==> config.mk <==
export PLATFORM = sky130hd
export DESIGN_NAME = reg_file
export DESIGN_NICKNAME = d
export VERILOG_FILES = /design/src/hw/cpu_pkg.sv /design/src/hw/reg_file.sv
export VERILOG_INCLUDE_DIRS = /design/src /design/src/hw
export SDC_FILE = /design/constraint.sdc
export NUM_CORES = 2
export LEC_CHECK = 0
export BUFFER_PORTS_ARGS = -buffer_cell sky130_fd_sc_hd__buf_2
export CAP_MARGIN = 10
export CORE_UTILIZATION = 30
export DETAILED_ROUTE_END_ITERATION = 8
export PLACE_DENSITY = 0.45
export SLEW_MARGIN = 20
export SYNTH_ARGS = -nofsm -noshare
export SYNTH_HDL_FRONTEND = slang
export SYNTH_SLANG_ARGS = --single-unit
==> constraint.sdc <==
create_clock -name CLK_pi -period 4.26 [get_ports CLK_pi]
set_input_delay 0.639 -clock CLK_pi [delete_from_list [all_inputs] [get_ports CLK_pi]]
set_output_delay 0.639 -clock CLK_pi [all_outputs]
set_load 0.05 [all_outputs]
==> src/hw/cpu_defs.svh <==
`ifndef CPU_DEFS_SVH
`define CPU_DEFS_SVH

// datapath width
`define CPU_XLEN 32

// register index width, 32 registers
`define CPU_REG_W 5

// data memory size in words
`define CPU_DMEM_DEPTH 256

// word address taken from byte address bits 9..2
`define CPU_DMEM_AW 8

`endif

==> src/hw/cpu_pkg.sv <==
`include "cpu_defs.svh"

package cpu_pkg;

   typedef logic [`CPU_XLEN-1:0]  word_t;
   typedef logic [`CPU_REG_W-1:0] reg_idx_t;

   // primary opcode, bits 31..26
   typedef enum logic [5:0] {
      OP_RTYPE = 6'h00,
      OP_ADDI  = 6'h08,
      OP_LW    = 6'h23,
      OP_SW    = 6'h2B
   } opcode_e;

   typedef enum logic [5:0] {
      F_ADD = 6'h20,
      F_SUB = 6'h22,
      F_AND = 6'h24,
      F_OR  = 6'h25,
      F_XOR = 6'h26
   } funct_e;

   typedef enum logic [2:0] {ALU_ADD, ALU_SUB, ALU_AND, ALU_OR, ALU_XOR} alu_op_e;

   typedef struct packed {
      opcode_e    opcode;
      reg_idx_t   rs;
      reg_idx_t   rt;
      reg_idx_t   rd;
      logic [4:0] shamt;   // unused, no shifts here
      funct_e     funct;
   } r_fmt_t;

   typedef struct packed {
      opcode_e     opcode;
      reg_idx_t    rs;
      reg_idx_t    rt;
      logic [15:0] imm;    // sign-extended in decode
   } i_fmt_t;

   // one instruction word, two views
   typedef union packed {
      r_fmt_t r;
      i_fmt_t i;
   } instr_u;

   typedef enum logic [1:0] {FWD_NONE, FWD_MEM, FWD_WB} fwd_sel_e;

endpackage

==> src/hw/reg_file.sv <==
`include "cpu_defs.svh"

module reg_file
   import cpu_pkg::*;
(
   input  logic     CLK_pi,
   input  logic     CPU_RESET_pi,
   input  reg_idx_t rs_idx,
   input  reg_idx_t rt_idx,
   output word_t    rs_data,
   output word_t    rt_data,
   input  logic     wb_valid,
   input  reg_idx_t wb_dest,
   input  word_t    wb_data
);

   word_t regs [2**`CPU_REG_W];

   // wb_valid never comes with dest r0, so regs[0] stays zero after reset
   always_ff @(posedge CLK_pi) begin
      if (CPU_RESET_pi) begin
         for (int i = 0; i < 2**`CPU_REG_W; i++) begin
            regs[i] <= '0;
         end
      end else if (wb_valid) begin
         regs[wb_dest] <= wb_data;
      end
   end

   // write-through, same-cycle write wins over stored value
   assign rs_data = (wb_valid && wb_dest == rs_idx) ? wb_data : regs[rs_idx];
   assign rt_data = (wb_valid && wb_dest == rt_idx) ? wb_data : regs[rt_idx];

endmodule

# Word-level counts from Yosys, hierarchy flattened
# Memory sizes are Yosys's and may differ from the RTL's.
# Index checks and enable logic that the tools add are counted.
# op_classes
n_bitwise,0
n_eq_ne,2
mux,10
div_mod_pow,0
n_addsub,0
n_reduce_logical,3
order_cmp,0
n_shift,0
n_mul,0
# ops
operator,n
$mux W32,3
$reduce_or A32 Y1,1
$eq A5 B5 Y1,2
$mux W1,6
$mux W5,1
$logic_and A1 B1 Y1,2
# word_totals
output_inout_bits,64
reg_bits,0
wordCells,16
mem_bits_rw,1024
latch_bits,0
mem_bits_ro,0
inputBits,50
mem_count,1
# mem_list
name,words,width,rd,rd_clocked_by_memory_dff,wr,line,text
regs,32,32,2,0,32,reg_file.sv:17,word_t regs [2**`CPU_REG_W];

# Longest topological paths before layout
# depth
word_depth,5
mapped_depth,9
depth_no_buf,5

# Least setup slack after synthesis
# OpenSTA, ideal clock, no wires.
# synth_path
path_type,input-to-output
from,in rs_idx[1]
to,out rs_data[0]
arrival_ns,3.385
path_slack_ns,0.236
n_path_buf,4
stages,8
required_time_ns,3.621
path_cell_list,buf_6 buf_4 and4bb_2 buf_4 buf_2 a22oi_1 nand2_1 o41ai_1
# synth_between
elab_chain_cells,3
# synth_lines
item,line,text
from (decl),reg_file.sv:8,"input reg_idx_t rs_idx,"
"parallel branches: the longest is 2 deep, another holds $mem_v2 Z32 W32",n/a,
$mux W32 *,reg_file.sv:31,assign rs_data = (wb_valid && wb_dest == rs_idx) ? wb_data : regs[rs_idx];
to (decl),reg_file.sv:10,"output word_t rs_data,"
# Mark *: on every way between the ends.

# Final worst setup path
# layout_path
from,in rt_idx[4]
to,out rt_data[13]
# layout_between
elab_chain_cells,3
# layout_lines
item,line,text
from (decl),reg_file.sv:9,"input reg_idx_t rt_idx,"
"parallel branches: the longest is 2 deep, another holds $mem_v2 Z32 W32",n/a,
$mux W32 *,reg_file.sv:32,assign rt_data = (wb_valid && wb_dest == rt_idx) ? wb_data : regs[rt_idx];
to (decl),reg_file.sv:11,"output word_t rt_data,"
# Marks and branches as above.

==> flow_summary.toml <==
[run_status]
run_status = "complete, but fails checks"
violations = "setup timing"

[power_and_ir_drop]
switching_pwr_mw = 6.94
vdd_drop_max_mv = 0.332
clock_power_share = 0.390
internal_power_mw = 18.7
pwr-share-seq = 0.464
power.combinational.fraction = 0.146
switching_share = 0.271
cellPowerDensity_mw_per_mm2 = 398
power_leakage_nw = 22.3

[place]
numPlacedInstances = 6486
place_congestion = 0.830
port_buffers = 113
place_hpwl_um = 136000
placement.cell_area_mm2 = 0.0608

[clocking]
clock_sink_count = 1024
clock_tree_from_tritoncts = "yes"
ctsHoldBuffers = 0
clock-root-buffer = "sky130_fd_sc_hd__clkbuf_16"
cts.reportedPaths.clkPinSlew_ps = 70
cts_buffers = 115
cts_resized = 0
cts_setup_buffers = 0
h-tree-depth = 3
max-clock-path-buffers = 3

[floorplan]
floorplan.die_area_mm2 = 0.189
coreArea_mm2 = 0.186
die_h_um = 435
initial_core_util = 0.303
chipWidth_um = 435
rows = 158
io_pins = 114

[critical_path]
critical_path_class = "in -> out"
worstSetupEndpointType = "output port"
critical_path_arrival_ps = 3710
worst-endpoint-required_ps = 3620
kind_of_start_point_of_the_critical_path = "primary input"
critical_path_peak_fanout = 12

[cells_and_area]
largest_register = "regs"
synthToLayoutAreaGrowth_pct = 14.7
reg_top3 = "regs x1024"
drive_above_1_share = 0.272
leading_cell_type_in_the_layout_fill_and_taps_excluded = "sky130_fd_sc_hd__edfxtp_1"
fillCellCount = 17900
final_cell_count_no_fill = 6716
largest_register_ffs = 1024
final_cell_area_excluding_filler_cells_mm2 = 0.0645
layout.cells.most_common_list = "sky130_fd_sc_hd__edfxtp_1, sky130_fd_sc_hd__and2_1, sky130_fd_sc_hd__mux4_2"
num-nets-final = 4173

[yosys]
synthesis.yosys.warnings = 0
synth_fp_nets = 4138
ys_types = 64
synth.avg_cell_area_um2 = 13.8
synth_async_sr_flop_share = 0
synth.cell_area_mm2 = 0.0562
prevailing_post_synth_register_cell = "sky130_fd_sc_hd__edfxtp_1"
count_of_flip_flops_with_a_built_in_enable_after_synthesis = 1024
synth_seq_area_share = 0.547
yosys_register_bits = 1024
syn_inst = 4088

[timing]
achievable_clock_frequency_mhz = 230
rsz_0062_raised_after_global_routing = "false"
final.hold.worst_slack_ps = 547
final.period_utilization = 1.02
hold_violation_total_from_the_final_report = 0
timing_worst_slew_pin_value_ps = 1140
layout_setup_ws_ps = -91.5
final.min_clock_period_ps = 4350
report.final.setup_viol = 1
timing_max_transition_violations_final = 0
maxSlewHeadroom = 0.241
tns_ps = -91.5

[global_routing]
grt_max_degree = 52
grt_usage = 0.221
global_route_overflow = 0
grt_antenna_before_repair = 15
first_global_vias = 36300
grt_pass1_wl_um = 296000

[worst_hold_path]
hold_path.class = "in -> reg"

[run]
cap_viol_max_count = 0

[detailed_routing]
route.antenna.remaining_nets = 0
vias_per_cell = 5.37
totalWireLength_um = 214000
routedWlPerCell_um = 31.8
detail_route.iter0.violations = 3650
drc = 0
num_vias = 36100
detail_route.first_pass.iterations = 5
per-stage QoR:
step,power (mW),setup WS [ps],utilization
floorplan,14.2,236,-
global placement,15.9,-33.2,0.327
detailed placement,15.8,31.8,0.327
CTS,25.8,23.9,0.347
global route,26.4,72.2,0.347
finish,25.7,-91.5,0.347
kinds of logic after synthesis:
group / Yosys count / share of synthesized area
multiplexers: 736 / 0.198
flip-flops: 1024 / 0.547
buffers and inverters: 433 / 0.0391
AND/OR/NAND/NOR: 1416 / 0.150
AO/OA/AOI/OAI: 469 / 0.0634
XOR/XNOR: 10 / 0.00156
critical path: stages:
cell,delay [ps]
sky130_fd_sc_hd__buf_2,310
sky130_fd_sc_hd__nand4bb_4,400
sky130_fd_sc_hd__buf_4,280
sky130_fd_sc_hd__o22ai_1,120
sky130_fd_sc_hd__a211o_1,290
sky130_fd_sc_hd__or3_1,350
sky130_fd_sc_hd__o31ai_1,880
sky130_fd_sc_hd__buf_4,260
sky130_fd_sc_hd__buf_12,130
cell type report:
class	instances	area, µm²	area share
diodes	16	40.0	0.000621
clock buffers	140	2990	0.0464
clock inverters	74	679	0.0105
inverters	3	11.3	0.000175
multi-input cells	2631	23600	0.365
flip-flops and latches	1024	30700	0.477
well taps	2480	3100	0.0481
repair buffers	348	3360	0.0521
power groups by stage:
stage / clock network (mW) / logic, mW / registers, mW
2_1_floorplan: 0 / 2.18 / 12.0
3_3_place_gp: 0 / 3.75 / 12.1
3_5_place_dp: 0 / 3.74 / 12.1
4_1_cts: 10.2 / 3.75 / 11.9
5_1_grt: 10.5 / 3.88 / 12.0
6_report: 10.0 / 3.74 / 11.9
path summary, 6_finish.rpt:
path	depth (start not counted)	end	from
hold / removal	2	regs[0][0]	wb_data[0]
setup / recovery	9	rt_data[13]	rt_idx[4]
layer usage:
| layer | GRT usage | share of wire | vias up |
|---|---|---|---|
| li1 | - | - | 15600 |
| met1 | 0.294 | 0.42 | 18800 |
| met2 | 0.365 | 0.48 | 1365 |
| met3 | 0.0343 | 0.064 | 290 |
| met4 | 0.0764 | 0.032 | 0 |
| met5 | 0 | 0 | - |
synth_stat cells (all sizes together) (3+ instances only):
| cell | number | area [µm²] |
|---|---|---|
| a211o | 21 | 184 |
| a211oi | 55 | 463 |
| a22o | 10 | 87.6 |
| a22oi | 134 | 1010 |
| a311o | 21 | 210 |
| a32o | 10 | 100 |
| and2 | 994 | 6220 |
| and3 | 3 | 18.8 |
| buf | 188 | 1280 |
| clkbuf | 242 | 910 |
| edfxtp | 1024 | 30700 |
| mux2 | 258 | 2910 |
| mux2i | 201 | 2010 |
| mux4 | 277 | 6240 |
| nand2 | 109 | 409 |
| nand2b | 24 | 150 |
| nand3 | 25 | 125 |
| nand3b | 4 | 30.0 |
| nand4 | 10 | 62.6 |
| nor2 | 71 | 269 |
| nor2b | 60 | 375 |
| nor3 | 36 | 201 |
| nor3b | 4 | 40.0 |
| o211ai | 22 | 165 |
| o21ai | 21 | 105 |
| o22ai | 118 | 738 |
| o311a | 21 | 210 |
| o31ai | 21 | 158 |
| o41ai | 11 | 96.3 |
| or2 | 33 | 206 |
| or3 | 26 | 163 |
| or4b | 3 | 30.0 |
| xor2 | 8 | 70.1 |
Power figures use the tool's default switching activity.
