==> src/hw/cpu_defs.svh <==
`ifndef CPU_DEFS_SVH
`define CPU_DEFS_SVH

// datapath width
`define CPU_XLEN 32

// register index width, 32 registers
`define CPU_REG_W 5

// data memory size in words
`define CPU_DMEM_DEPTH 256

// word address taken from byte address bits 9..2
`define CPU_DMEM_AW 8

`endif

==> src/hw/cpu_pkg.sv <==
`include "cpu_defs.svh"

package cpu_pkg;

   typedef logic [`CPU_XLEN-1:0]  word_t;
   typedef logic [`CPU_REG_W-1:0] reg_idx_t;

   // primary opcode, bits 31..26
   typedef enum logic [5:0] {
      OP_RTYPE = 6'h00,
      OP_ADDI  = 6'h08,
      OP_LW    = 6'h23,
      OP_SW    = 6'h2B
   } opcode_e;

   typedef enum logic [5:0] {
      F_ADD = 6'h20,
      F_SUB = 6'h22,
      F_AND = 6'h24,
      F_OR  = 6'h25,
      F_XOR = 6'h26
   } funct_e;

   typedef enum logic [2:0] {ALU_ADD, ALU_SUB, ALU_AND, ALU_OR, ALU_XOR} alu_op_e;

   typedef struct packed {
      opcode_e    opcode;
      reg_idx_t   rs;
      reg_idx_t   rt;
      reg_idx_t   rd;
      logic [4:0] shamt;   // unused, no shifts here
      funct_e     funct;
   } r_fmt_t;

   typedef struct packed {
      opcode_e     opcode;
      reg_idx_t    rs;
      reg_idx_t    rt;
      logic [15:0] imm;    // sign-extended in decode
   } i_fmt_t;

   // one instruction word, two views
   typedef union packed {
      r_fmt_t r;
      i_fmt_t i;
   } instr_u;

   typedef enum logic [1:0] {FWD_NONE, FWD_MEM, FWD_WB} fwd_sel_e;

endpackage

==> src/hw/pipe_if.sv <==
// ID/EX pipeline register contents
interface id_ex_if
   import cpu_pkg::*;
();
   logic     valid;
   alu_op_e  alu_op;
   logic     use_imm;   // second ALU input is imm
   word_t    imm;       // already sign-extended
   word_t    op1;       // rs value read in decode
   word_t    op2;       // rt value read in decode
   reg_idx_t rs;
   reg_idx_t rt;
   reg_idx_t dest;
   logic     we;        // never set for r0
   logic     load;
   logic     store;

   modport decode (output valid, alu_op, use_imm, imm, op1, op2, rs, rt, dest, we, load, store);
   modport execute (input valid, alu_op, use_imm, imm, op1, op2, rs, rt, dest, we, load, store);
endinterface

// EX/MEM pipeline register contents
interface ex_mem_if
   import cpu_pkg::*;
();
   logic     valid;
   word_t    result;      // ALU result or memory byte address
   word_t    store_data;  // forwarded rt
   reg_idx_t dest;
   logic     we;
   logic     load;
   logic     store;

   modport execute (output valid, result, store_data, dest, we, load, store);
   modport memory (input valid, result, store_data, dest, we, load, store);
endinterface

==> src/hw/execute_stage.sv <==
module execute_stage
   import cpu_pkg::*;
(
   input  logic      CLK_pi,
   input  logic      CPU_RESET_pi,
   id_ex_if.execute  id_ex,
   input  logic      wb_valid,
   input  reg_idx_t  wb_dest,
   input  word_t     wb_data,
   ex_mem_if.execute ex_mem
);

   fwd_sel_e fwd_a;
   fwd_sel_e fwd_b;
   word_t    opa;      // rs after forwarding
   word_t    opb;      // rt after forwarding, doubles as store data
   word_t    alu_b;
   word_t    result;

   // MEM stage is younger, so it beats WB
   function automatic fwd_sel_e pick_src(input reg_idx_t src, input logic mem_we,
                                         input reg_idx_t mem_dest, input logic wb_we,
                                         input reg_idx_t wb_d);
      if (mem_we && mem_dest == src) return FWD_MEM;
      if (wb_we && wb_d == src)      return FWD_WB;
      return FWD_NONE;
   endfunction

   function automatic word_t fwd_mux(input fwd_sel_e sel, input word_t reg_val,
                                     input word_t mem_val, input word_t wb_val);
      case (sel)
         FWD_MEM: return mem_val;
         FWD_WB:  return wb_val;
         default: return reg_val;
      endcase
   endfunction

   // we is never set for r0 upstream, so r0 can't match
   assign fwd_a = pick_src(id_ex.rs, ex_mem.we, ex_mem.dest, wb_valid, wb_dest);
   assign fwd_b = pick_src(id_ex.rt, ex_mem.we, ex_mem.dest, wb_valid, wb_dest);

   assign opa   = fwd_mux(fwd_a, id_ex.op1, ex_mem.result, wb_data);
   assign opb   = fwd_mux(fwd_b, id_ex.op2, ex_mem.result, wb_data);
   assign alu_b = id_ex.use_imm ? id_ex.imm : opb;  // ADDI, LW, SW

   always_comb begin
      case (id_ex.alu_op)
         ALU_SUB: result = opa - alu_b;
         ALU_AND: result = opa & alu_b;
         ALU_OR:  result = opa | alu_b;
         ALU_XOR: result = opa ^ alu_b;
         default: result = opa + alu_b;   // add, also address calc
      endcase
   end

   always_ff @(posedge CLK_pi) begin
      if (CPU_RESET_pi) begin
         ex_mem.valid <= 1'b0;
         ex_mem.we    <= 1'b0;
         ex_mem.load  <= 1'b0;
         ex_mem.store <= 1'b0;
      end else begin
         ex_mem.valid <= id_ex.valid;
         ex_mem.we    <= id_ex.we;
         ex_mem.load  <= id_ex.load;
         ex_mem.store <= id_ex.store;
      end
   end

   always_ff @(posedge CLK_pi) begin
      ex_mem.result     <= result;
      ex_mem.store_data <= opb;   // captured forwarded, no fixup later
      ex_mem.dest       <= id_ex.dest;
   end

endmodule

==> src/flat_wrapper.sv <==
// flat-port wrapper written by rule: the top's interface ports become plain ports
module execute_stage_flat import cpu_pkg::*;
  (CLK_pi, CPU_RESET_pi, wb_valid, wb_dest, wb_data, id_ex_valid, id_ex_alu_op, id_ex_use_imm, id_ex_imm, id_ex_op1, id_ex_op2, id_ex_rs, id_ex_rt, id_ex_dest, id_ex_we, id_ex_load, id_ex_store, ex_mem_valid, ex_mem_result, ex_mem_store_data, ex_mem_dest, ex_mem_we, ex_mem_load, ex_mem_store);
  id_ex_if id_ex_i ();
  ex_mem_if ex_mem_i ();
  input  logic CLK_pi;
  input  logic CPU_RESET_pi;
  input  logic wb_valid;
  input  reg_idx_t wb_dest;
  input  word_t wb_data;
  input wire logic [$bits(id_ex_i.valid)-1:0] id_ex_valid;
  input wire logic [$bits(id_ex_i.alu_op)-1:0] id_ex_alu_op;
  input wire logic [$bits(id_ex_i.use_imm)-1:0] id_ex_use_imm;
  input wire logic [$bits(id_ex_i.imm)-1:0] id_ex_imm;
  input wire logic [$bits(id_ex_i.op1)-1:0] id_ex_op1;
  input wire logic [$bits(id_ex_i.op2)-1:0] id_ex_op2;
  input wire logic [$bits(id_ex_i.rs)-1:0] id_ex_rs;
  input wire logic [$bits(id_ex_i.rt)-1:0] id_ex_rt;
  input wire logic [$bits(id_ex_i.dest)-1:0] id_ex_dest;
  input wire logic [$bits(id_ex_i.we)-1:0] id_ex_we;
  input wire logic [$bits(id_ex_i.load)-1:0] id_ex_load;
  input wire logic [$bits(id_ex_i.store)-1:0] id_ex_store;
  output wire logic [$bits(ex_mem_i.valid)-1:0] ex_mem_valid;
  output wire logic [$bits(ex_mem_i.result)-1:0] ex_mem_result;
  output wire logic [$bits(ex_mem_i.store_data)-1:0] ex_mem_store_data;
  output wire logic [$bits(ex_mem_i.dest)-1:0] ex_mem_dest;
  output wire logic [$bits(ex_mem_i.we)-1:0] ex_mem_we;
  output wire logic [$bits(ex_mem_i.load)-1:0] ex_mem_load;
  output wire logic [$bits(ex_mem_i.store)-1:0] ex_mem_store;
  assign id_ex_i.valid = id_ex_valid;
  assign id_ex_i.alu_op = id_ex_alu_op;
  assign id_ex_i.use_imm = id_ex_use_imm;
  assign id_ex_i.imm = id_ex_imm;
  assign id_ex_i.op1 = id_ex_op1;
  assign id_ex_i.op2 = id_ex_op2;
  assign id_ex_i.rs = id_ex_rs;
  assign id_ex_i.rt = id_ex_rt;
  assign id_ex_i.dest = id_ex_dest;
  assign id_ex_i.we = id_ex_we;
  assign id_ex_i.load = id_ex_load;
  assign id_ex_i.store = id_ex_store;
  assign ex_mem_valid = ex_mem_i.valid;
  assign ex_mem_result = ex_mem_i.result;
  assign ex_mem_store_data = ex_mem_i.store_data;
  assign ex_mem_dest = ex_mem_i.dest;
  assign ex_mem_we = ex_mem_i.we;
  assign ex_mem_load = ex_mem_i.load;
  assign ex_mem_store = ex_mem_i.store;
  execute_stage u_core (.CLK_pi(CLK_pi), .CPU_RESET_pi(CPU_RESET_pi), .id_ex(id_ex_i), .wb_valid(wb_valid), .wb_dest(wb_dest), .wb_data(wb_data), .ex_mem(ex_mem_i));
endmodule
==> config.mk <==
export PLATFORM = sky130hd
export DESIGN_NAME = execute_stage_flat
export DESIGN_NICKNAME = d
export VERILOG_FILES = /design/src/hw/cpu_pkg.sv /design/src/hw/pipe_if.sv /design/src/hw/execute_stage.sv /design/src/flat_wrapper.sv
export VERILOG_INCLUDE_DIRS = /design/src /design/src/hw
export SDC_FILE = /design/constraint.sdc
export NUM_CORES = 1
export LEC_CHECK = 0
export BUFFER_PORTS_ARGS = -buffer_cell sky130_fd_sc_hd__buf_2
export CAP_MARGIN = 15
export CORE_UTILIZATION = 54
export DETAILED_ROUTE_END_ITERATION = 7
export GPL_ROUTABILITY_DRIVEN = 0
export PLACE_DENSITY = 0.88
export SLEW_MARGIN = 20
export SYNTH_ARGS = -nofsm -noshare
export SYNTH_HDL_FRONTEND = slang
export SYNTH_SLANG_ARGS = --single-unit
export TNS_END_PERCENT = 5
==> constraint.sdc <==
create_clock -name CLK_pi -period 8.05 [get_ports CLK_pi]
set_input_delay 1.61 -clock CLK_pi [delete_from_list [all_inputs] [get_ports CLK_pi]]
set_output_delay 1.61 -clock CLK_pi [all_outputs]
set_load 0.05 [all_outputs]
== Word level (Yosys, flattened, before mapping) ==
Index checks and enable logic that the tools add are counted.

* Output and inout port bits: 73
* Flip-flop bits (word level): 73
* Memory bits (read-only): 0
* Word-level logic and storage cells: 46
* Latch bits: 0
* RAM bits: 0
* Memories: 0
* Input bits: 159

* Divide/modulo/power cells: 0
* Reduce and logical (&&, ||, !) cells: 4
* Bitwise operators: 3
* Multipliers: 0
* Magnitude comparators: 0
* Equal/unequal tests: 12
* Multiplexer cells: 18
* Shifts and indexed selects: 0
* Add/subtract/negate cells: 2

{| class="wikitable"
|+ Operator list
! kind !! count
|-
| $pmux 32 s2 || 2
|-
| $pmux 32 s4 || 1
|-
| $add 32x32->32 || 1
|-
| $and 32x32->32 || 1
|-
| $mux 32 || 1
|-
| $or 32x32->32 || 1
|-
| $sub 32x32->32 || 1
|-
| $xor 32x32->32 || 1
|-
| $eq 5x5->1 || 4
|-
| $mux 2 || 8
|-
| $eq 3x2->1 const B || 2
|-
| $mux 1 || 6
|-
| $eq 2x1->1 const B || 2
|-
| $eq 2x2->1 const B || 2
|-
| $logic_and 1x1->1 || 4
|-
| $eq 3x1->1 const B || 1
|-
| $eq 3x3->1 const B || 1
|}

== Longest topological paths before layout ==
* Word-level depth: 11
* Depth in mapped cells: 23
* Mapped depth without buffers: 21

== Worst setup path before layout ==
Ideal clock, no wire load.

* Path kind: input -> register
* From: input port wb_dest[1]
* To: register u_core.ex_mem.result[31]
* Buffers on the path: 2
* Library setup time: 0.122 ns
* Data arrival time: 6.415 ns
* Required time: 7.928 ns
* Cell stages on the path: 21
* Setup slack: 1.513 ns
* Path through: xnor2_1 nand4_1 nor2_2 buf_4 mux2i_1 a41oi_1 o22a_1 nor4_4 a21oi_1 xnor2_1 ha_1 clkbuf_1 a21oi_1 nor3b_1 o211ai_1 a311oi_2 a211oi_1 or4_1 a211o_1 xnor3_1 a221o_1

* Cells in the longest elaborated chain, start to end: 11
* Elaborated cells on any way between the ends: 27
* Classes of those cells: 2 x add/sub; 6 x eq/ne; 14 x mux; 3 x bitwise; 2 x reduce/logical

{| class="wikitable"
|+ Ends and longest elaborated chain
! what !! RTL line !! source
|-
| start: declaration || flat_wrapper.sv:9 || <nowiki>input reg_idx_t wb_dest;</nowiki>
|-
| $eq 5x5->1 || execute_stage.sv:25 || <nowiki>if (wb_we && wb_d == src) return FWD_WB;</nowiki>
|-
| $logic_and 1x1->1 || execute_stage.sv:25 ||
|-
| $mux 1 (2 in a row) || execute_stage.sv:25 ||
|-
| $mux 2 || execute_stage.sv:26 || <nowiki>return FWD_NONE;</nowiki>
|-
| $mux 2 || execute_stage.sv:25 ||
|-
| $eq 2x2->1 or $eq 2x1->1 (tied branches) || execute_stage.sv:31 || <nowiki>case (sel)</nowiki>
|-
| $pmux 32 s2 || execute_stage.sv:31 ||
|-
| $mux 32 || execute_stage.sv:44 || <nowiki>assign alu_b = id_ex.use_imm ? id_ex.imm : opb;</nowiki>
|-
| $add 32x32->32 (tied with other cells) || execute_stage.sv:52 || <nowiki>default: result = opa + alu_b;</nowiki>
|-
| $pmux 32 s4 * || execute_stage.sv:47 || <nowiki>case (id_ex.alu_op)</nowiki>
|-
| named net u_core.result[31] || execute_stage.sv:18 || <nowiki>word_t result;</nowiki>
|-
| end: declaration || pipe_if.sv:34 || <nowiki>modport execute (output valid, result, store_data, dest, we, load, store);</nowiki>
|}

Mark *: on every way through the listed nets, which the timed path passes. The rest lies on a longest branch. The select of a mux whose other input is x is not followed.
A chain may end at the register's enable or synchronous reset.

== Final worst setup path ==
Same ends and word-level chain as after synthesis.

==> results_dict.tcl <==
set metrics [dict create \
    critPathLaunch "wb_dest[1]" \
    yosysTopAreaCellShare 0.185 \
    maxCapViolCount 0 \
    die_y_um 123 \
    design.core.area_um2 14100 \
    leakagePower_uw 0.00438 \
    status "finished, final reports clean" \
    path_cells "buf_2 > xnor2_1 > nand4_1 > nor2_2 > mux2i_1 > a41oi_1 > o22a_1 > nor4_4 > a21oi_1 > xnor2_1 > ha_1 > a21oi_1 > nor3b_1 > o211ai_1 > a311oi_2 > a211oi_1 > or4_1 > a211o_1 > xnor3_1 > a221o_1" \
    pwr-share-clk 0.255 \
    cts_setup_buffers 0 \
    clk_path_buf_depth 2 \
    vias 8936 \
    ys_top_cells_by_area "dfxtp_1 (18%), ha_1 (15%), mux2i_1 (9.9%)" \
    min_from "u_core.ex_mem.result[30]$_DFF_P_" \
    start_util 0.561 \
    place_hpwl_um 22100 \
    ys_types 62 \
    postRouteAntennaNets 0 \
    ys_ff_latch 73 \
    die_w_um 123 \
    grt.overflow.total 0 \
    synth_fp_nets 1291 \
    boundaryPins 232 \
    fin_crit_sh 0.912 \
    comb_power_share 0.476 \
    switchingPower_uw 838 \
    seq_power_share 0.269 \
    multi_input_area_um2 5880 \
    syn_inst 1034 \
    drive_gt1_frac 0.227 \
    p_per_area_nw_per_um2 195 \
    clkLatencyLatePin_ns 0.35 \
    synthFlopType "dfxtp_1" \
    yosys_warnings 0 \
    cp_slowest_cell "or4_1" \
    yosys-top-cells-count "ha_1 (97), inv_1 (86), nand2_1 (86)" \
    startpoint_type "input pin" \
    grt_util_all_layers 0.372 \
    cp-end-kind "flip-flop" \
    rsz0062_at_grt "false" \
    synth-async-reset-ratio 0 \
    synth-edff-count 0 \
    crit_fanout 9 \
    slew_viol_final 0 \
    cellInternalPower_uw 1020 \
    fin_ws_ns 0.705 \
    synth_area_leader_cell "dfxtp_1" \
    cts_tree "done" \
    cp_top_family "simple AND/OR/NAND/NOR gates" \
    fp.dieArea_um2 15100 \
    cts_hold_buf 0 \
    grt_pass1_wl_um 42800 \
    ir_drop_uv 120 \
    hold_viol 0 \
    wl_um 28300 \
    grt_max_degree 46 \
    path_buf_inv 1 \
    syn_area_per_cell_um2 7.64 \
    final_nets 1494 \
    maxSlewHeadroom 0.344 \
    rows 43 \
    cp.arrival_ns 7.59 \
    r2r_start "u_core.ex_mem.dest[1]$_DFF_P_" \
    wl_per_cell_um 19.9 \
    fin_skew_ns 0.00436 \
    whs_ns 0.501 \
    setup_viol 0 \
    drt_first_pass_iters 6 \
    syn-cell-area_um2 7900 \
    drc_errors 0 \
    critPathMaxStageDelay_ns 0.53 \
    grt_pass1_vias 8111 \
    hold_path.class "reg2reg" \
    cts-root-buf "clkbuf_16" \
    p_total_uw 1860 \
    clock.fmax_mhz 136 \
    antenna_found_initial 1 \
    switching_share 0.452 \
    rrSetupSlack_ns 1.92 \
    vias_per_cell 6.28 \
    worst_slew_pin_slew_ns 0.983 \
    n_fill_cell 1147 \
    pre_cts_ws_ns 0.411 \
    fin_setup_tns_ns 0 \
    final.min_clock_period_ns 7.34 \
    cts_resized 0 \
    cts-buffers-inserted 9 \
    cp.required_ns 8.29 \
    portBuffers 231 \
    drt_iter0_drc 1200 \
    crit_type "in2reg" \
    register_area_um2 1460 \
    clk_pin_slew_ns 0.06 \
    cts_num_sinks 73 \
    seq_area_frac_synth 0.185 \
    cts_max_level 3 \
    synth_most_common_cell "ha_1" \
    areaGrowthSynthToFinish_pct 20.5 \
]
-- kinds of logic (layout without fill, tap and decap cells) --
group	after synthesis	after routing	synth area share
AO/OA/AOI/OAI	298	298	0.236
XOR/XNOR	79	79	0.0893
adder cells (fa/ha/maj)	98	98	0.156
buffers and inverters	143	351	0.0713
flip-flops	73	73	0.185
multiplexers	78	78	0.0988
other	0	2	0
AND/OR/NAND/NOR	265	265	0.163
-- routing by layer --
metal / wire length [um] / track usage / share of wire
met1: 10900 / 0.469 / 0.38
met3: 3380 / 0.0978 / 0.12
met4: 1570 / 0.210 / 0.055
met5: 0 / 0 / 0
met2: 12500 / 0.574 / 0.44
-- layout make-up --
type | count | share of cell area
Antenna cell | 2 | 0.000526
Clock buffer | 11 | 0.0244
Inverter | 86 | 0.0339
Tap cell | 180 | 0.0237
Clock inverter | 5 | 0.0109
Multi-Input combinational cell | 818 | 0.617
Sequential cell | 73 | 0.153
Timing Repair Buffer | 249 | 0.136
-- cell usage in the layout (no fill, tap or decap), types with 4 or more instances in the layout --
master	instances
buf_4	18
a211oi_1	12
a21o_1	11
dfxtp_1	73
buf_2	231
o21ai_0	82
nand4_1	6
nand3_1	28
a31oi_1	29
o22ai_1	11
nand2_1	86
xnor2_1	55
xor2_1	23
o21a_1	6
nor3_1	27
a21oi_1	74
a311oi_1	7
and2_1	9
o221ai_1	11
o211ai_1	7
nor2_1	58
o21ai_1	11
ha_1	97
inv_1	86
nor2b_1	8
nor4_1	4
nand2b_1	12
a21boi_0	5
clkbuf_16	9
o31ai_1	6
mux2i_1	78
and4_1	4
-- tightest hold or removal path, delay by kind of cell (launching register included) --
family / cells / cell delay, ns
AND/OR/NAND/NOR: 1 / 0.06
flip-flops: 1 / 0.32
AO/OA/AOI/OAI: 1 / 0.07
-- sequential cells by signal, summed over array words and instances, names as in the netlist --
| signal | count |
|---|---|
| u_core.ex_mem.dest | 5 |
| u_core.ex_mem.store_data | 32 |
| u_core.ex_mem.result | 32 |
| u_core.ex_mem.store | 1 |
| u_core.ex_mem.load | 1 |
| u_core.ex_mem.we | 1 |
| u_core.ex_mem.valid | 1 |
-- metrics by stage --
step	instances	area [um2]	utilization
final	1424	9520	0.675
after detailed placement	1406	9180	0.651
after global placement	1406	9180	0.651
after CTS	1422	9520	0.675
after floorplan	1034	7900	-
after global routing	1423	9520	0.675
-- power groups by stage --
stage                     clock network (uW)  logic (uW)  registers [uW]
after floorplan                            0         410             706
after global placement                     0         844             500
after detailed placement                   0         861             501
after CTS                                471         868             494
after global routing                     486         945             502
final                                    473         883             499
-- path summary, 6_finish.rpt --
check                                         endpoint  cells after the start
hold reg to reg   u_core.ex_mem.store_data[30]$_DFF_P_                      2
setup reg to reg      u_core.ex_mem.result[31]$_DFF_P_                     19
setup / recovery      u_core.ex_mem.result[31]$_DFF_P_                     20
hold / removal    u_core.ex_mem.store_data[30]$_DFF_P_                      2
Note: power is estimated with default switching activity, not from simulation.
