**config.mk**
```make
export PLATFORM = sky130hd
export DESIGN_NAME = decode_stage_flat
export DESIGN_NICKNAME = d
export VERILOG_FILES = /design/src/hw/cpu_pkg.sv /design/src/hw/pipe_if.sv /design/src/hw/decode_stage.sv /design/src/flat_wrapper.sv
export VERILOG_INCLUDE_DIRS = /design/src /design/src/hw
export SDC_FILE = /design/constraint.sdc
export NUM_CORES = 1
export LEC_CHECK = 0
export ABC_CLOCK_PERIOD_IN_PS = 4900
export BUFFER_PORTS_ARGS = -buffer_cell sky130_fd_sc_hd__buf_4
export CAP_MARGIN = 20
export CORE_MARGIN = 1.5
export CORE_UTILIZATION = 25
export CTS_CLUSTER_DIAMETER = 80
export DETAILED_ROUTE_END_ITERATION = 8
export PLACE_DENSITY = 0.61
export SYNTH_ARGS = -nofsm -noshare
export SYNTH_HDL_FRONTEND = slang
export SYNTH_SLANG_ARGS = --single-unit
```
**constraint.sdc**
```tcl
create_clock -name CLK_pi -period 4.9 [get_ports CLK_pi]
set_input_delay 0.98 -clock CLK_pi [delete_from_list [all_inputs] [get_ports CLK_pi]]
set_output_delay 0.98 -clock CLK_pi [all_outputs]
set_load 0.02 [all_outputs]
```
**src/hw/cpu_defs.svh**
```systemverilog
`ifndef CPU_DEFS_SVH
`define CPU_DEFS_SVH

// datapath width
`define CPU_XLEN 32

// register index width, 32 registers
`define CPU_REG_W 5

// data memory size in words
`define CPU_DMEM_DEPTH 256

// word address taken from byte address bits 9..2
`define CPU_DMEM_AW 8

`endif

```
**src/hw/cpu_pkg.sv**
```systemverilog
`include "cpu_defs.svh"

package cpu_pkg;

   typedef logic [`CPU_XLEN-1:0]  word_t;
   typedef logic [`CPU_REG_W-1:0] reg_idx_t;

   // primary opcode, bits 31..26
   typedef enum logic [5:0] {
      OP_RTYPE = 6'h00,
      OP_ADDI  = 6'h08,
      OP_LW    = 6'h23,
      OP_SW    = 6'h2B
   } opcode_e;

   typedef enum logic [5:0] {
      F_ADD = 6'h20,
      F_SUB = 6'h22,
      F_AND = 6'h24,
      F_OR  = 6'h25,
      F_XOR = 6'h26
   } funct_e;

   typedef enum logic [2:0] {ALU_ADD, ALU_SUB, ALU_AND, ALU_OR, ALU_XOR} alu_op_e;

   typedef struct packed {
      opcode_e    opcode;
      reg_idx_t   rs;
      reg_idx_t   rt;
      reg_idx_t   rd;
      logic [4:0] shamt;   // unused, no shifts here
      funct_e     funct;
   } r_fmt_t;

   typedef struct packed {
      opcode_e     opcode;
      reg_idx_t    rs;
      reg_idx_t    rt;
      logic [15:0] imm;    // sign-extended in decode
   } i_fmt_t;

   // one instruction word, two views
   typedef union packed {
      r_fmt_t r;
      i_fmt_t i;
   } instr_u;

   typedef enum logic [1:0] {FWD_NONE, FWD_MEM, FWD_WB} fwd_sel_e;

endpackage

```
**src/hw/pipe_if.sv**
```systemverilog
// ID/EX pipeline register contents
interface id_ex_if
   import cpu_pkg::*;
();
   logic     valid;
   alu_op_e  alu_op;
   logic     use_imm;   // second ALU input is imm
   word_t    imm;       // already sign-extended
   word_t    op1;       // rs value read in decode
   word_t    op2;       // rt value read in decode
   reg_idx_t rs;
   reg_idx_t rt;
   reg_idx_t dest;
   logic     we;        // never set for r0
   logic     load;
   logic     store;

   modport decode (output valid, alu_op, use_imm, imm, op1, op2, rs, rt, dest, we, load, store);
   modport execute (input valid, alu_op, use_imm, imm, op1, op2, rs, rt, dest, we, load, store);
endinterface


```
**src/hw/decode_stage.sv**
```systemverilog
`include "cpu_defs.svh"

module decode_stage
   import cpu_pkg::*;
(
   input  logic     CLK_pi,
   input  logic     CPU_RESET_pi,
   input  word_t    instr,
   input  logic     instr_valid,
   output reg_idx_t rs_idx,
   output reg_idx_t rt_idx,
   input  word_t    rs_data,
   input  word_t    rt_data,
   id_ex_if.decode  id_ex
);

   word_t    if_id_instr;  // IF/ID word
   logic     if_id_valid;  // IF/ID strobe
   instr_u   ir;
   logic     known;        // opcode and funct recognized
   logic     go;           // real instruction, goes on to EX
   logic     writes;
   logic     use_imm;
   logic     load;
   logic     store;
   alu_op_e  alu_op;
   reg_idx_t dest;
   word_t    imm;

   always_ff @(posedge CLK_pi) begin
      if (CPU_RESET_pi) if_id_valid <= 1'b0;
      else              if_id_valid <= instr_valid;  // low strobe -> bubble
   end

   always_ff @(posedge CLK_pi) if_id_instr <= instr;

   assign ir     = if_id_instr;
   assign rs_idx = ir.r.rs;   // same bits in both views
   assign rt_idx = ir.r.rt;
   assign imm    = {{(`CPU_XLEN-16){ir.i.imm[15]}}, ir.i.imm};
   assign go     = if_id_valid && known;

   always_comb begin
      known   = 1'b1;
      writes  = 1'b1;
      use_imm = 1'b1;  // I-format defaults
      load    = 1'b0;
      store   = 1'b0;
      alu_op  = ALU_ADD;
      dest    = ir.i.rt;
      case (ir.r.opcode)
         OP_RTYPE: begin
            use_imm = 1'b0;
            dest    = ir.r.rd;  // R view
            case (ir.r.funct)
               F_ADD:   alu_op = ALU_ADD;
               F_SUB:   alu_op = ALU_SUB;
               F_AND:   alu_op = ALU_AND;
               F_OR:    alu_op = ALU_OR;
               F_XOR:   alu_op = ALU_XOR;
               default: known  = 1'b0;
            endcase
         end
         OP_ADDI: alu_op = ALU_ADD;
         OP_LW:   load   = 1'b1;    // address = rs + imm
         OP_SW: begin
            store  = 1'b1;
            writes = 1'b0;
         end
         default: known = 1'b0;
      endcase
   end

   always_ff @(posedge CLK_pi) begin
      if (CPU_RESET_pi) begin
         id_ex.valid   <= 1'b0;
         id_ex.we      <= 1'b0;
         id_ex.load    <= 1'b0;
         id_ex.store   <= 1'b0;
         id_ex.use_imm <= 1'b0;
      end else begin
         id_ex.valid   <= go;
         id_ex.we      <= go && writes && (dest != '0);  // r0 writes dropped here
         id_ex.load    <= go && load;
         id_ex.store   <= go && store;
         id_ex.use_imm <= go && use_imm;
      end
   end

   always_ff @(posedge CLK_pi) begin
      id_ex.alu_op <= alu_op;
      id_ex.imm    <= imm;
      id_ex.op1    <= rs_data;  // from reg file, bypass included
      id_ex.op2    <= rt_data;
      id_ex.rs     <= rs_idx;
      id_ex.rt     <= rt_idx;
      id_ex.dest   <= dest;
   end

endmodule

```
**src/flat_wrapper.sv**
```systemverilog
// flat-port wrapper written by rule: the top's interface ports become plain ports
module decode_stage_flat import cpu_pkg::*;
  (CLK_pi, CPU_RESET_pi, instr, instr_valid, rs_idx, rt_idx, rs_data, rt_data, id_ex_valid, id_ex_alu_op, id_ex_use_imm, id_ex_imm, id_ex_op1, id_ex_op2, id_ex_rs, id_ex_rt, id_ex_dest, id_ex_we, id_ex_load, id_ex_store);
  id_ex_if id_ex_i ();
  input  logic CLK_pi;
  input  logic CPU_RESET_pi;
  input  word_t instr;
  input  logic instr_valid;
  output reg_idx_t rs_idx;
  output reg_idx_t rt_idx;
  input  word_t rs_data;
  input  word_t rt_data;
  output wire logic [$bits(id_ex_i.valid)-1:0] id_ex_valid;
  output wire logic [$bits(id_ex_i.alu_op)-1:0] id_ex_alu_op;
  output wire logic [$bits(id_ex_i.use_imm)-1:0] id_ex_use_imm;
  output wire logic [$bits(id_ex_i.imm)-1:0] id_ex_imm;
  output wire logic [$bits(id_ex_i.op1)-1:0] id_ex_op1;
  output wire logic [$bits(id_ex_i.op2)-1:0] id_ex_op2;
  output wire logic [$bits(id_ex_i.rs)-1:0] id_ex_rs;
  output wire logic [$bits(id_ex_i.rt)-1:0] id_ex_rt;
  output wire logic [$bits(id_ex_i.dest)-1:0] id_ex_dest;
  output wire logic [$bits(id_ex_i.we)-1:0] id_ex_we;
  output wire logic [$bits(id_ex_i.load)-1:0] id_ex_load;
  output wire logic [$bits(id_ex_i.store)-1:0] id_ex_store;
  assign id_ex_valid = id_ex_i.valid;
  assign id_ex_alu_op = id_ex_i.alu_op;
  assign id_ex_use_imm = id_ex_i.use_imm;
  assign id_ex_imm = id_ex_i.imm;
  assign id_ex_op1 = id_ex_i.op1;
  assign id_ex_op2 = id_ex_i.op2;
  assign id_ex_rs = id_ex_i.rs;
  assign id_ex_rt = id_ex_i.rt;
  assign id_ex_dest = id_ex_i.dest;
  assign id_ex_we = id_ex_i.we;
  assign id_ex_load = id_ex_i.load;
  assign id_ex_store = id_ex_i.store;
  decode_stage u_core (.CLK_pi(CLK_pi), .CPU_RESET_pi(CPU_RESET_pi), .instr(instr), .instr_valid(instr_valid), .rs_idx(rs_idx), .rt_idx(rt_idx), .rs_data(rs_data), .rt_data(rt_data), .id_ex(id_ex_i));
endmodule
```
Word-level counts from Yosys, hierarchy flattened
Cells that the tools add are included.
- flip-flop bits (word level): 136
- input bits: 99
- output and inout port bits: 129
- word-level logic and storage cells: 40
- equality and inequality tests: 8
- muxes and demuxes: 8
- reduce and logical (&&, ||, !) cells: 10
- operator list (operator ; count):
    6-bit == test (second input constant) ; 7
    3-bit one-hot mux with 4 select lines ; 1
    6-bit by 4-bit == test with 1-bit output (second input constant) ; 1
    1-bit logical AND ; 6
    6-bit logical NOT ; 1
    1-bit 2-to-1 mux ; 5
    5-bit 2-to-1 mux ; 1
    5-bit nonzero test ; 1
    5-bit OR reduction ; 1
    3-bit OR reduction ; 1
    1-bit one-hot mux with 2 select lines ; 1

Logic depth before layout (Yosys ltp)
Gate-level depths: netlist of the first run.
- depth in word-level cells: 7
- depth in mapped cells: 5
- depth with buffers taken out: 4

Worst setup path before layout of the first run
Ideal clock, no wire load.
- path type: register -> output
- start point: register u_core.id_ex.imm[15] (netlist name)
- end point: output port id_ex_imm[16]
- arrival: 898 ps
- data required time: 3920 ps
- setup slack: 3022 ps
- stages on the path, launching flop included: 2
- buffers on the path: 1
- path through: dfxtp_1 > buf_4
- RTL lines (what ; line ; source):
    end: declaration ; flat_wrapper.sv:16 ; output wire logic [$bits(id_ex_i.imm)-1:0] id_ex_imm;
No word-level cell between the ends.

Final worst setup path of the first run
- start point: register u_core.id_ex.imm[15] (netlist name)
- end point: output port id_ex_imm[28]
No word-level cell between the ends.

==> metrics.txt, run 1 <==
Worst setup SP type flop; critical path class reg2out; pin count of the biggest net entering global routing 18; root buffer selected by CTS sky130_fd_sc_hd__clkbuf_16; Crit path arrival time approximately 1300 ps; worst min-delay path class reg2reg; Post-Synthesis Cell Area 3179 um2; largest driver fanout on the critical path 17; register share of total power 0.450; number of placed I/O pins 228; All-Layer GR Usage 0.1071; number of clock buffers inserted by TritonCTS 17; top cell type's share of synthesized area 0.8564; Pwr per Cell Area about 480 nW/um2; setup tns final 0 ps; setup repair after global routing missed its margin no; crit-path cells buf_4; sequential share of the synthesized area 0.8564; mean instance size in the synthesized netlist around 15 um2; Yosys warnings 0; layout cells sized above 1 0.5869; Detailed Routing Iterations Pass 1 3; total cell area at the placement stage just under 5000 um2; Detailed Route WL between 7000 and 8000 um; cell row count between 40 and 50; switching power about 570 uW; post-synth top area cell sky130_fd_sc_hd__dfxtp_1; total internal power between 2000 and 2500 uW; synth top area cells sky130_fd_sc_hd__dfxtp_1 86%, sky130_fd_sc_hd__buf_4 6.1%, sky130_fd_sc_hd__nand2_1 2.1%, sky130_fd_sc_hd__nor3b_1 0.94%, sky130_fd_sc_hd__nor2_1 0.71%; Area Growth Syn to Fin 72.73%; top_reg_cell synth sky130_fd_sc_hd__dfxtp_1; slowest cell on the critical path sky130_fd_sc_hd__dfxtp_1; clock tree from TritonCTS done; starting density of the core 0.2540; number of max-capacitance violations reported 0; Final #Nets approximately 530; count of flip-flops with a built-in enable after synthesis 0; number of antenna violations at the first check in global routing 0; vertical die dimension roughly 120 um; crit-path leading delay family flip-flops; Final Setup Violations 0; remaining max-slew budget at the tightest pin 0.6641; clock power share 0.469; post-CTS setup buffers 0; Seq cells post-synth 136; post-synthesis async set-or-reset flop share 0; vias in the first global route about 2200; total via count after detailed routing 2218; detailed-route DRC error count 0; peak ir drop on the vdd network around 270 uV; hold buffer count at CTS 0; # resized after CTS 0; Final Cycle Share 0.4594; status finished clean; Detail Route Antenna Nets 0; Layout fillers 1224; syn_nets a little over 300; final-report max-slew violation count 0; Worst Max-Slew Pin Slew 503.2 ps; fin area around 5500 um2; Clock Skews 4.880 ps; antenna fix cells 0; Longest Clk Path Bufs 2; combinational group share of total power 0.082; area of the core around 13000 um2; First DRT Iteration DRCs between 40 and 50; number of buffers inserted by port buffering roughly 230; cell count after synthesis between 200 and 250; Crit path buffers/inverters 1; clock sink count around 140; clock insertion delay at the later pin of the skew report around 400 ps; area enclosed by the die boundary about 13000 um2; worst stage delay on the critical path roughly 630 ps; Worst EP required 3920 ps; ratio of routed vias to standard cells 3.607; HPWL after detailed placement approximately 5700 um; Max Clock Freq about 440 MHz; routability cong. 0.6975; count of distinct cell types in the synthesized netlist 21; total congestion overflow 0; Hold Violations, Final 0; standby leakage power 0.002636 uW; H-tree depth reported by CTS 4; drt wl/cell 11.94 um; wire length of the first global-routing pass between 10000 and 15000 um; nature of the critical path endpoint output pin; die width ~120 um; post-layout min period ~2300 ps; Reg clk slew, reported paths around 50 ps; switching share of total power 0.2172
[synth_stat cells (all sizes together), types with 2 or more instances]
master / n
o21ai: 3
nor2: 6
nor3b: 4
buf: 27
nand2: 18
and3: 2
dfxtp: 136
or4: 3
nor2b: 2
[power groups by stage]
stage | Sequential, uW | Combinational (uW) | Clock (uW)
2_1_floorplan | 1260 | 36.7 | 0
3_3_place_gp | 1210 | 217 | 0
3_5_place_dp | 1210 | 218 | 0
4_1_cts | 1190 | 218 | 1270
5_1_grt | 1190 | 228 | 1320
6_report | 1190 | 215 | 1240
[state kept, by name (all words and copies together), names as in the netlist, 3 cells and up]
signal / cells
u_core.id_ex.op1: 32
u_core.id_ex.imm: 16
u_core.id_ex.rt: 5
u_core.id_ex.alu_op: 3
u_core.id_ex.op2: 32
u_core.id_ex.dest: 5
u_core.if_id_instr: 32
u_core.id_ex.rs: 5
[per-layer routing]
layer | wire length [um] | vias to the layer above | global-route usage
li1 | - | 1084 | -
met1 | 2627 | 979 | 0.1053
met2 | 3661 | 145 | 0.1706
met3 | 908 | 10 | 0.06956
met4 | 147 | 0 | 0.06179
met5 | 0 | - | 0
[stage by stage]
step	hold slack [ps]	instances	utilization	worst slack (ps)	power, uW
2_1_floorplan	309.6	211	-	3022	1297
3_3_place_gp	311.8	583	0.3913	3026	1427
3_5_place_dp	313.2	583	0.3913	2973	1430
4_1_cts	326.9	615	0.4387	2584	2677
5_1_grt	336.0	615	0.4387	2506	2740
6_report	324.3	615	0.4387	2649	2640
[final timing paths]
| path | start | endpoint | slack, ps | cells after the start |
|---|---|---|---|---|
| worst max-delay path | u_core.id_ex.imm[15]$_DFF_P_ | id_ex_imm[28] | 2650 | 1 |
| worst min-delay path | u_core.if_id_instr[9]$_DFF_P_ | u_core.id_ex.imm[9]$_DFF_P_ | 320 | 0 |
| worst max register to register | u_core.if_id_instr[27]$_DFF_P_ | u_core.id_ex.we$_SDFF_PP0_ | 3180 | 4 |
| worst min register to register | u_core.if_id_instr[9]$_DFF_P_ | u_core.id_ex.imm[9]$_DFF_P_ | 320 | 0 |
[placed cells by master, fill, tap and decap left out]
master	instances
sky130_fd_sc_hd__nor3_2	1
sky130_fd_sc_hd__clkinv_2	3
sky130_fd_sc_hd__nor2_1	6
sky130_fd_sc_hd__a21oi_1	1
sky130_fd_sc_hd__or4_4	1
sky130_fd_sc_hd__clkinvlp_4	4
sky130_fd_sc_hd__nor4_1	1
sky130_fd_sc_hd__dfxtp_1	136
sky130_fd_sc_hd__bufinv_16	2
sky130_fd_sc_hd__nand2_1	18
sky130_fd_sc_hd__nor3b_1	4
sky130_fd_sc_hd__nor2b_1	2
sky130_fd_sc_hd__and2_1	1
sky130_fd_sc_hd__and3_1	2
sky130_fd_sc_hd__clkbuf_8	3
sky130_fd_sc_hd__inv_1	1
sky130_fd_sc_hd__clkbuf_16	17
sky130_fd_sc_hd__nand3_1	1
sky130_fd_sc_hd__or3_1	1
sky130_fd_sc_hd__and4b_1	1
sky130_fd_sc_hd__clkbuf_1	1
sky130_fd_sc_hd__or4_1	2
sky130_fd_sc_hd__nand3b_1	1
sky130_fd_sc_hd__clkinv_4	2
sky130_fd_sc_hd__mux2i_1	1
sky130_fd_sc_hd__o21ai_0	3
sky130_fd_sc_hd__buf_4	227
[cells by family (layout without fill, tap and decap cells)]
group	Yosys count	in the layout	synth area share
buffers and inverters	28	260	0.06415
and+or+nand+nor	42	42	0.07005
DFF	136	136	0.8564
AOI/OAI and AO/OA	4	4	0.006294
muxes	1	1	0.003148
[layout make-up]
type                       instances  area (um2)  area share
clock inverter                    11       122.6     0.02233
inverter                           1       3.754   0.0006835
timing repair buffer             227        1704      0.3103
sequential                       136        2723      0.4958
clock buffer                      21       470.5     0.08567
tap                              172       215.2     0.03919
multi-input combinational         47       252.7     0.04602
No activity file was read; power rests on OpenSTA's default activity.
==> inputs of run 2 (changes only) <==
--- a/config.mk
+++ b/config.mk
@@ -6,7 +6,7 @@
 export SDC_FILE = /design/constraint.sdc
 export NUM_CORES = 1
 export LEC_CHECK = 0
-export ABC_CLOCK_PERIOD_IN_PS = 4900
+export ABC_CLOCK_PERIOD_IN_PS = 2300
 export BUFFER_PORTS_ARGS = -buffer_cell sky130_fd_sc_hd__buf_4
 export CAP_MARGIN = 20
 export CORE_MARGIN = 1.5
==> constraint.sdc (replaced) <==
create_clock -name CLK_pi -period 2.3 [get_ports CLK_pi]
set_input_delay 0.46 -clock CLK_pi [delete_from_list [all_inputs] [get_ports CLK_pi]]
set_output_delay 0.46 -clock CLK_pi [all_outputs]
set_load 0.02 [all_outputs]
==> metrics.txt, run 2 (synthesized netlist as in run 1, its figures left out) <==
status finished clean; number of max-capacitance violations reported 0 (unchanged); final critical-path setup slack 561.2 ps (-2088 ps); vertical die dimension 115.8 um (unchanged); worst reg2reg path startpoint u_core.if_id_instr[27]$_DFF_P_; Area Growth Syn to Fin 72.92%; Detailed Routing Iterations Pass 1 3 (unchanged); hold buffer count at CTS 0 (unchanged); clock tree from TritonCTS done; most common cell after layout, fill and taps aside sky130_fd_sc_hd__buf_4; vias in the first global route 2237 (+2.0%); worst stage delay on the critical path 630 ps (about the same); Worst Max-Slew Pin Slew 507.0 ps (+3.829 ps); clock insertion delay at the later pin of the skew report 410 ps (about the same); slowest cell on the critical path sky130_fd_sc_hd__dfxtp_1; antenna fix cells 0 (unchanged); # resized after CTS 0 (unchanged); total via count after detailed routing 2243 (+1.1%); launching instance or port of the critical path u_core.id_ex.imm[15]$_DFF_P_; drt wl/cell 12.15 um (+1.7%); pin count of the biggest net entering global routing 18 (unchanged); Max Clock Freq 575.1 MHz; Worst EP required 1840 ps (-2080 ps); Crit path arrival time 1280 ps (about the same); root buffer selected by CTS sky130_fd_sc_hd__clkbuf_16; starting density of the core 0.2540 (unchanged); All-Layer GR Usage 0.1110 (+0.003929); crit-path leading delay family flip-flops; number of antenna violations at the first check in global routing 0 (unchanged); H-tree depth reported by CTS 4 (unchanged); post-CTS setup buffers 0 (unchanged); layout cells sized above 1 0.5824 (-0.004515); number of buffers inserted by port buffering 227 (unchanged); Layout fillers 1173 (-4.2%); routability cong. 0.7257 (+4.0%); nature of the critical path endpoint output pin; HPWL after detailed placement 5879 um (+3.1%); worst min-delay path class in2reg; Longest Clk Path Bufs 2 (unchanged); startpoint of the tightest hold check path instr[25]; top library cells by usage in the layout, fill and taps aside 227 x sky130_fd_sc_hd__buf_4, 136 x sky130_fd_sc_hd__dfxtp_1, 18 x sky130_fd_sc_hd__nand2_1; critical path class reg2out; setup tns final 0 ps (unchanged); worst hold slack across all endpoints 148.2 ps (-176.1 ps); crit-path cells buf_4; Final #Nets 529 (unchanged); standby leakage power 0.002638 uW (about the same); Reg clk slew, reported paths 60 ps (about the same); wire length of the first global-routing pass 10470 um (+1.5%); Worst setup SP type flop; Crit path buffers/inverters 1 (unchanged); area enclosed by the die boundary 13400 um2 (unchanged); First DRT Iteration DRCs 32 (-35%); total congestion overflow 0 (unchanged); area of the core 12520 um2 (unchanged); Hold Violations, Final 0 (unchanged); number of placed I/O pins 228 (unchanged); worst slack at placement 603.2 ps (-2370 ps); Clock Skews 9.708 ps (+4.829 ps); number of clock buffers inserted by TritonCTS 17 (unchanged); Util after Layout 0.4392 (+0.0004990); largest driver fanout on the critical path 17 (unchanged); Detail Route Antenna Nets 0 (unchanged); detailed-route DRC error count 0 (unchanged); remaining max-slew budget at the tightest pin 0.6615 (-0.002556); post-layout min period ~1700 ps; final-report max-slew violation count 0 (unchanged); Tot Pwr 5677 uW (+120%); die width 115.8 um (unchanged); setup repair after global routing missed its margin no; Final Cycle Share 0.7560; cell row count 41 (unchanged); ratio of routed vias to standard cells 3.647 (+1.1%); Final Setup Violations 0 (unchanged); peak ir drop on the vdd network 490.1 uV (+83%); clock sink count 136 (unchanged); Regs by FF count u_core.id_ex.op1 (32), u_core.id_ex.op2 (32), u_core.if_id_instr (32); setup slack, reg-to-reg 610 ps (-2570 ps); Pwr per Cell Area 1033 nW/um2 (+110%); Detailed Route WL 7470 um (+1.7%)
[run 2: changes by cell type in the layout (fill, tap and decap cells not counted), sizes merged]
cell / change
bufinv: +1
clkinvlp: -1
[run 2: stage by stage]
| stage | std cells | cell area (um2) |
|---|---|---|
| floorplan | 211 | 3179 |
| finish | 615 | 5498 |
| global placement | 583 | 4898 |
| CTS | 615 | 5498 |
| global route | 615 | 5498 |
| detailed placement | 583 | 4898 |
[run 2: worst paths after layout]
kind | cells past startpoint | endpoint
hold / removal | 1 | u_core.if_id_instr[25]$_DFF_P_
setup reg to reg | 4 | u_core.id_ex.we$_SDFF_PP0_
hold reg to reg | 0 | u_core.id_ex.imm[9]$_DFF_P_
setup / recovery | 1 | id_ex_imm[29]
[run 2: final cells by class]
class	count	area, um2	area share
clock buffers	21	450.4	0.08193
clock inverters	11	148.9	0.02708
inverters	1	3.754	0.0006827
multi-input cells	47	252.7	0.04597
flip-flops and latches	136	2723	0.4952
well taps	172	215.2	0.03914
repair buffers	227	1704	0.3100
[run 2: report_power, final]
group          total (uW)  switching [uW]  internal, uW
Combinational         458             213           246
Sequential           2530            53.1          2480
Clock                2690             954          1730
Total                5680            1220          4460
[run 2: per-layer routing]
layer,up-vias,track usage,wire length (um)
li1,1082,-,-
met1,1003,0.1044,2582
met2,146,0.1816,3779
met3,12,0.06433,932
met4,0,0.07805,175
met5,-,0,0
==> inputs of run 3 (changes only) <==
--- a/config.mk
+++ b/config.mk
@@ -6,7 +6,7 @@
 export SDC_FILE = /design/constraint.sdc
 export NUM_CORES = 1
 export LEC_CHECK = 0
-export ABC_CLOCK_PERIOD_IN_PS = 2300
+export ABC_CLOCK_PERIOD_IN_PS = 1600
 export BUFFER_PORTS_ARGS = -buffer_cell sky130_fd_sc_hd__buf_4
 export CAP_MARGIN = 20
 export CORE_MARGIN = 1.5
==> constraint.sdc (replaced) <==
create_clock -name CLK_pi -period 1.6 [get_ports CLK_pi]
set_input_delay 0.32 -clock CLK_pi [delete_from_list [all_inputs] [get_ports CLK_pi]]
set_output_delay 0.32 -clock CLK_pi [all_outputs]
set_load 0.02 [all_outputs]
==> metrics.txt, run 3 (synthesized netlist as in run 1, its figures left out) <==
setup tns final 0 ps (unchanged); Detail Route Antenna Nets 0 (unchanged); Crit path arrival time 1890 ps (+610 ps); slowest cell on the critical path sky130_fd_sc_hd__or4_4; vertical die dimension 115.8 um (unchanged); root buffer selected by CTS sky130_fd_sc_hd__clkbuf_16; Final Setup Violations 0 (unchanged); Detailed Route WL 8938 um (+20%); switching power 1746 uW (+43%); Clock Skews 5.627 ps (-4.082 ps); Cells after DPL 586 (+0.51%); Worst Max-Slew Pin Slew 433.4 ps (-73.61 ps); critical path class reg2reg; detailed-route DRC error count 0 (unchanged); number of buffers inserted by port buffering 227 (unchanged); pin count of the biggest net entering global routing 18 (unchanged); remaining max-slew budget at the tightest pin 0.7105 (+0.04891); All-Layer GR Usage 0.1310 (+0.01996); total congestion overflow 0 (unchanged); Tot Pwr 8565 uW (+51%); HPWL after detailed placement 5763 um (-2.0%); area enclosed by the die boundary 13400 um2 (unchanged); post-CTS setup buffers 0 (unchanged); setup repair after global routing missed its margin yes; number of clock buffers inserted by TritonCTS 17 (unchanged); final critical-path setup slack 11.01 ps (-550.2 ps); number of placed I/O pins 228 (unchanged); most common cell after layout, fill and taps aside sky130_fd_sc_hd__buf_4; Hold Violations, Final 0 (unchanged); clock tree from TritonCTS done; cell row count 41 (unchanged); final-report max-slew violation count 0 (unchanged); First DRT Iteration DRCs 81 (+150%); worst slack at placement -28.82 ps (-632.0 ps); worst min-delay path class in2reg; vias in the first global route 2657 (+19%); largest driver fanout on the critical path 3 (-14); area of the core 12520 um2 (unchanged); clock insertion delay at the later pin of the skew report 400 ps (about the same); non-filler cells, final 707 (+15%); number of antenna violations at the first check in global routing 1 (+1); combinational group share of total power 0.099 (+0.018); worst stage delay on the critical path 530 ps (-100 ps); nature of the critical path endpoint flop; Max Clock Freq between 600 and 700 MHz; crit-path cells or4_4, or3_4, mux2i_1, and3_1; clock sink count 136 (unchanged); Area Growth Syn to Fin 103.9%; drt wl/cell 12.64 um (+4.1%); status finished clean; Worst EP required 1900 ps (+60 ps); die width 115.8 um (unchanged); routability cong. 0.7197 (-0.83%); standby leakage power 0.003054 uW (+16%); Pwr per Cell Area 1322 nW/um2 (+28%); Worst setup SP type flop; Detailed Routing Iterations Pass 1 3 (unchanged); wire length of the first global-routing pass 12670 um (+21%); peak ir drop on the vdd network 859.1 uV (+75%); Reg clk slew, reported paths 50 ps (about the same); Final #Nets 621 (+17%); layout cells sized above 1 0.5094 (-0.07303); total internal power 6819 uW (+53%); Regs by FF count u_core.id_ex.op1 (32), u_core.id_ex.op2 (32), u_core.if_id_instr (32); top library cells by usage in the layout, fill and taps aside 229 x sky130_fd_sc_hd__buf_4, 134 x sky130_fd_sc_hd__dfxtp_1, 89 x sky130_fd_sc_hd__dlygate4sd3_1; Longest Clk Path Bufs 2 (unchanged); ratio of routed vias to standard cells 3.669 (+0.60%); H-tree depth reported by CTS 4 (unchanged); Final Cycle Share 0.9931; register share of total power 0.425 (-0.021); switching share of total power 0.2039 (-0.01097); number of max-capacitance violations reported 0 (unchanged); starting density of the core 0.2540 (unchanged); post-layout min period about 1600 ps; total via count after detailed routing 2594 (+16%); clock power share 0.475 (+0.002)
-- run 3: cell count changes in the layout (fill, tap and decap cells not counted), sizes merged --
cell / change
dlygate4sd3: +89
buf: +3
clkbuf: +2
clkinv: -2
clkinvlp: -2
bufinv: +1
diode: +1
-- run 3: through the flow --
| stage | instance area [um2] | util | hold WS (ps) |
|---|---|---|---|
| 2_1_floorplan | 3179 | - | 309.6 |
| 3_3_place_gp | 4921 | 0.3931 | 310.2 |
| 3_5_place_dp | 4921 | 0.3931 | 313.5 |
| 4_1_cts | 6409 | 0.5120 | 0.2531 |
| 5_1_grt | 6479 | 0.5176 | 2.075 |
| 6_report | 6481 | 0.5178 | 21.11 |
-- run 3: layer usage --
layer	routed length [um]	up-vias	track usage
li1	-	1272	-
met1	3131	1157	0.1231
met2	4723	142	0.2275
met3	826	23	0.06224
met4	257	0	0.08618
met5	0	-	0
-- run 3: final timing paths --
check / start / endpoint / slack, ps / cells after the start
worst max-delay path: u_core.if_id_instr[27]$_DFF_P_ / u_core.id_ex.we$_SDFF_PP0_ / 10 / 4
worst min register to register: u_core.if_id_instr[7]$_DFF_P_ / u_core.id_ex.imm[7]$_DFF_P_ / 320 / 0
worst max register to register: u_core.if_id_instr[27]$_DFF_P_ / u_core.id_ex.we$_SDFF_PP0_ / 10 / 4
worst min-delay path: rt_data[4] / u_core.id_ex.op2[4]$_DFF_P_ / 20 / 1
-- run 3: worst max-delay path, delay by kind of cell (launching register included) --
kind	cells	cell delay [ps]
multiplexers	1	120
AND/OR/NAND/NOR	3	1040
flip-flops	1	320
-- run 3: area by class of cell --
cell class | instances | area (um2)
clock inverters | 8 | 142.6
diodes | 1 | 2.502
fillers | 1103 | 6036
inverters | 1 | 3.754
clock buffers | 23 | 488.0
well taps | 172 | 215.2
repair buffers | 319 | 2621
multi-input cells | 47 | 282.8
flip-flops and latches | 136 | 2725
-- run 3: repair_timing --
action | CTS | global route
hold endpoints to repair | 85 | 4
hold buffers | 85 | 4
gates resized for setup | 2 | 10
setup endpoints to repair | 23 | 7
gates cloned | 0 | 0
pin swaps | 0 | 5
-- run 3: power by group through the flow --
stage                     clock network, uW  logic (uW)  registers, uW
after floorplan                           0         112           3860
after global placement                    0         665           3710
after detailed placement                  0         670           3710
after CTS                              4160         838           3640
after global routing                   4330         896           3660
final                                  4070         851           3640
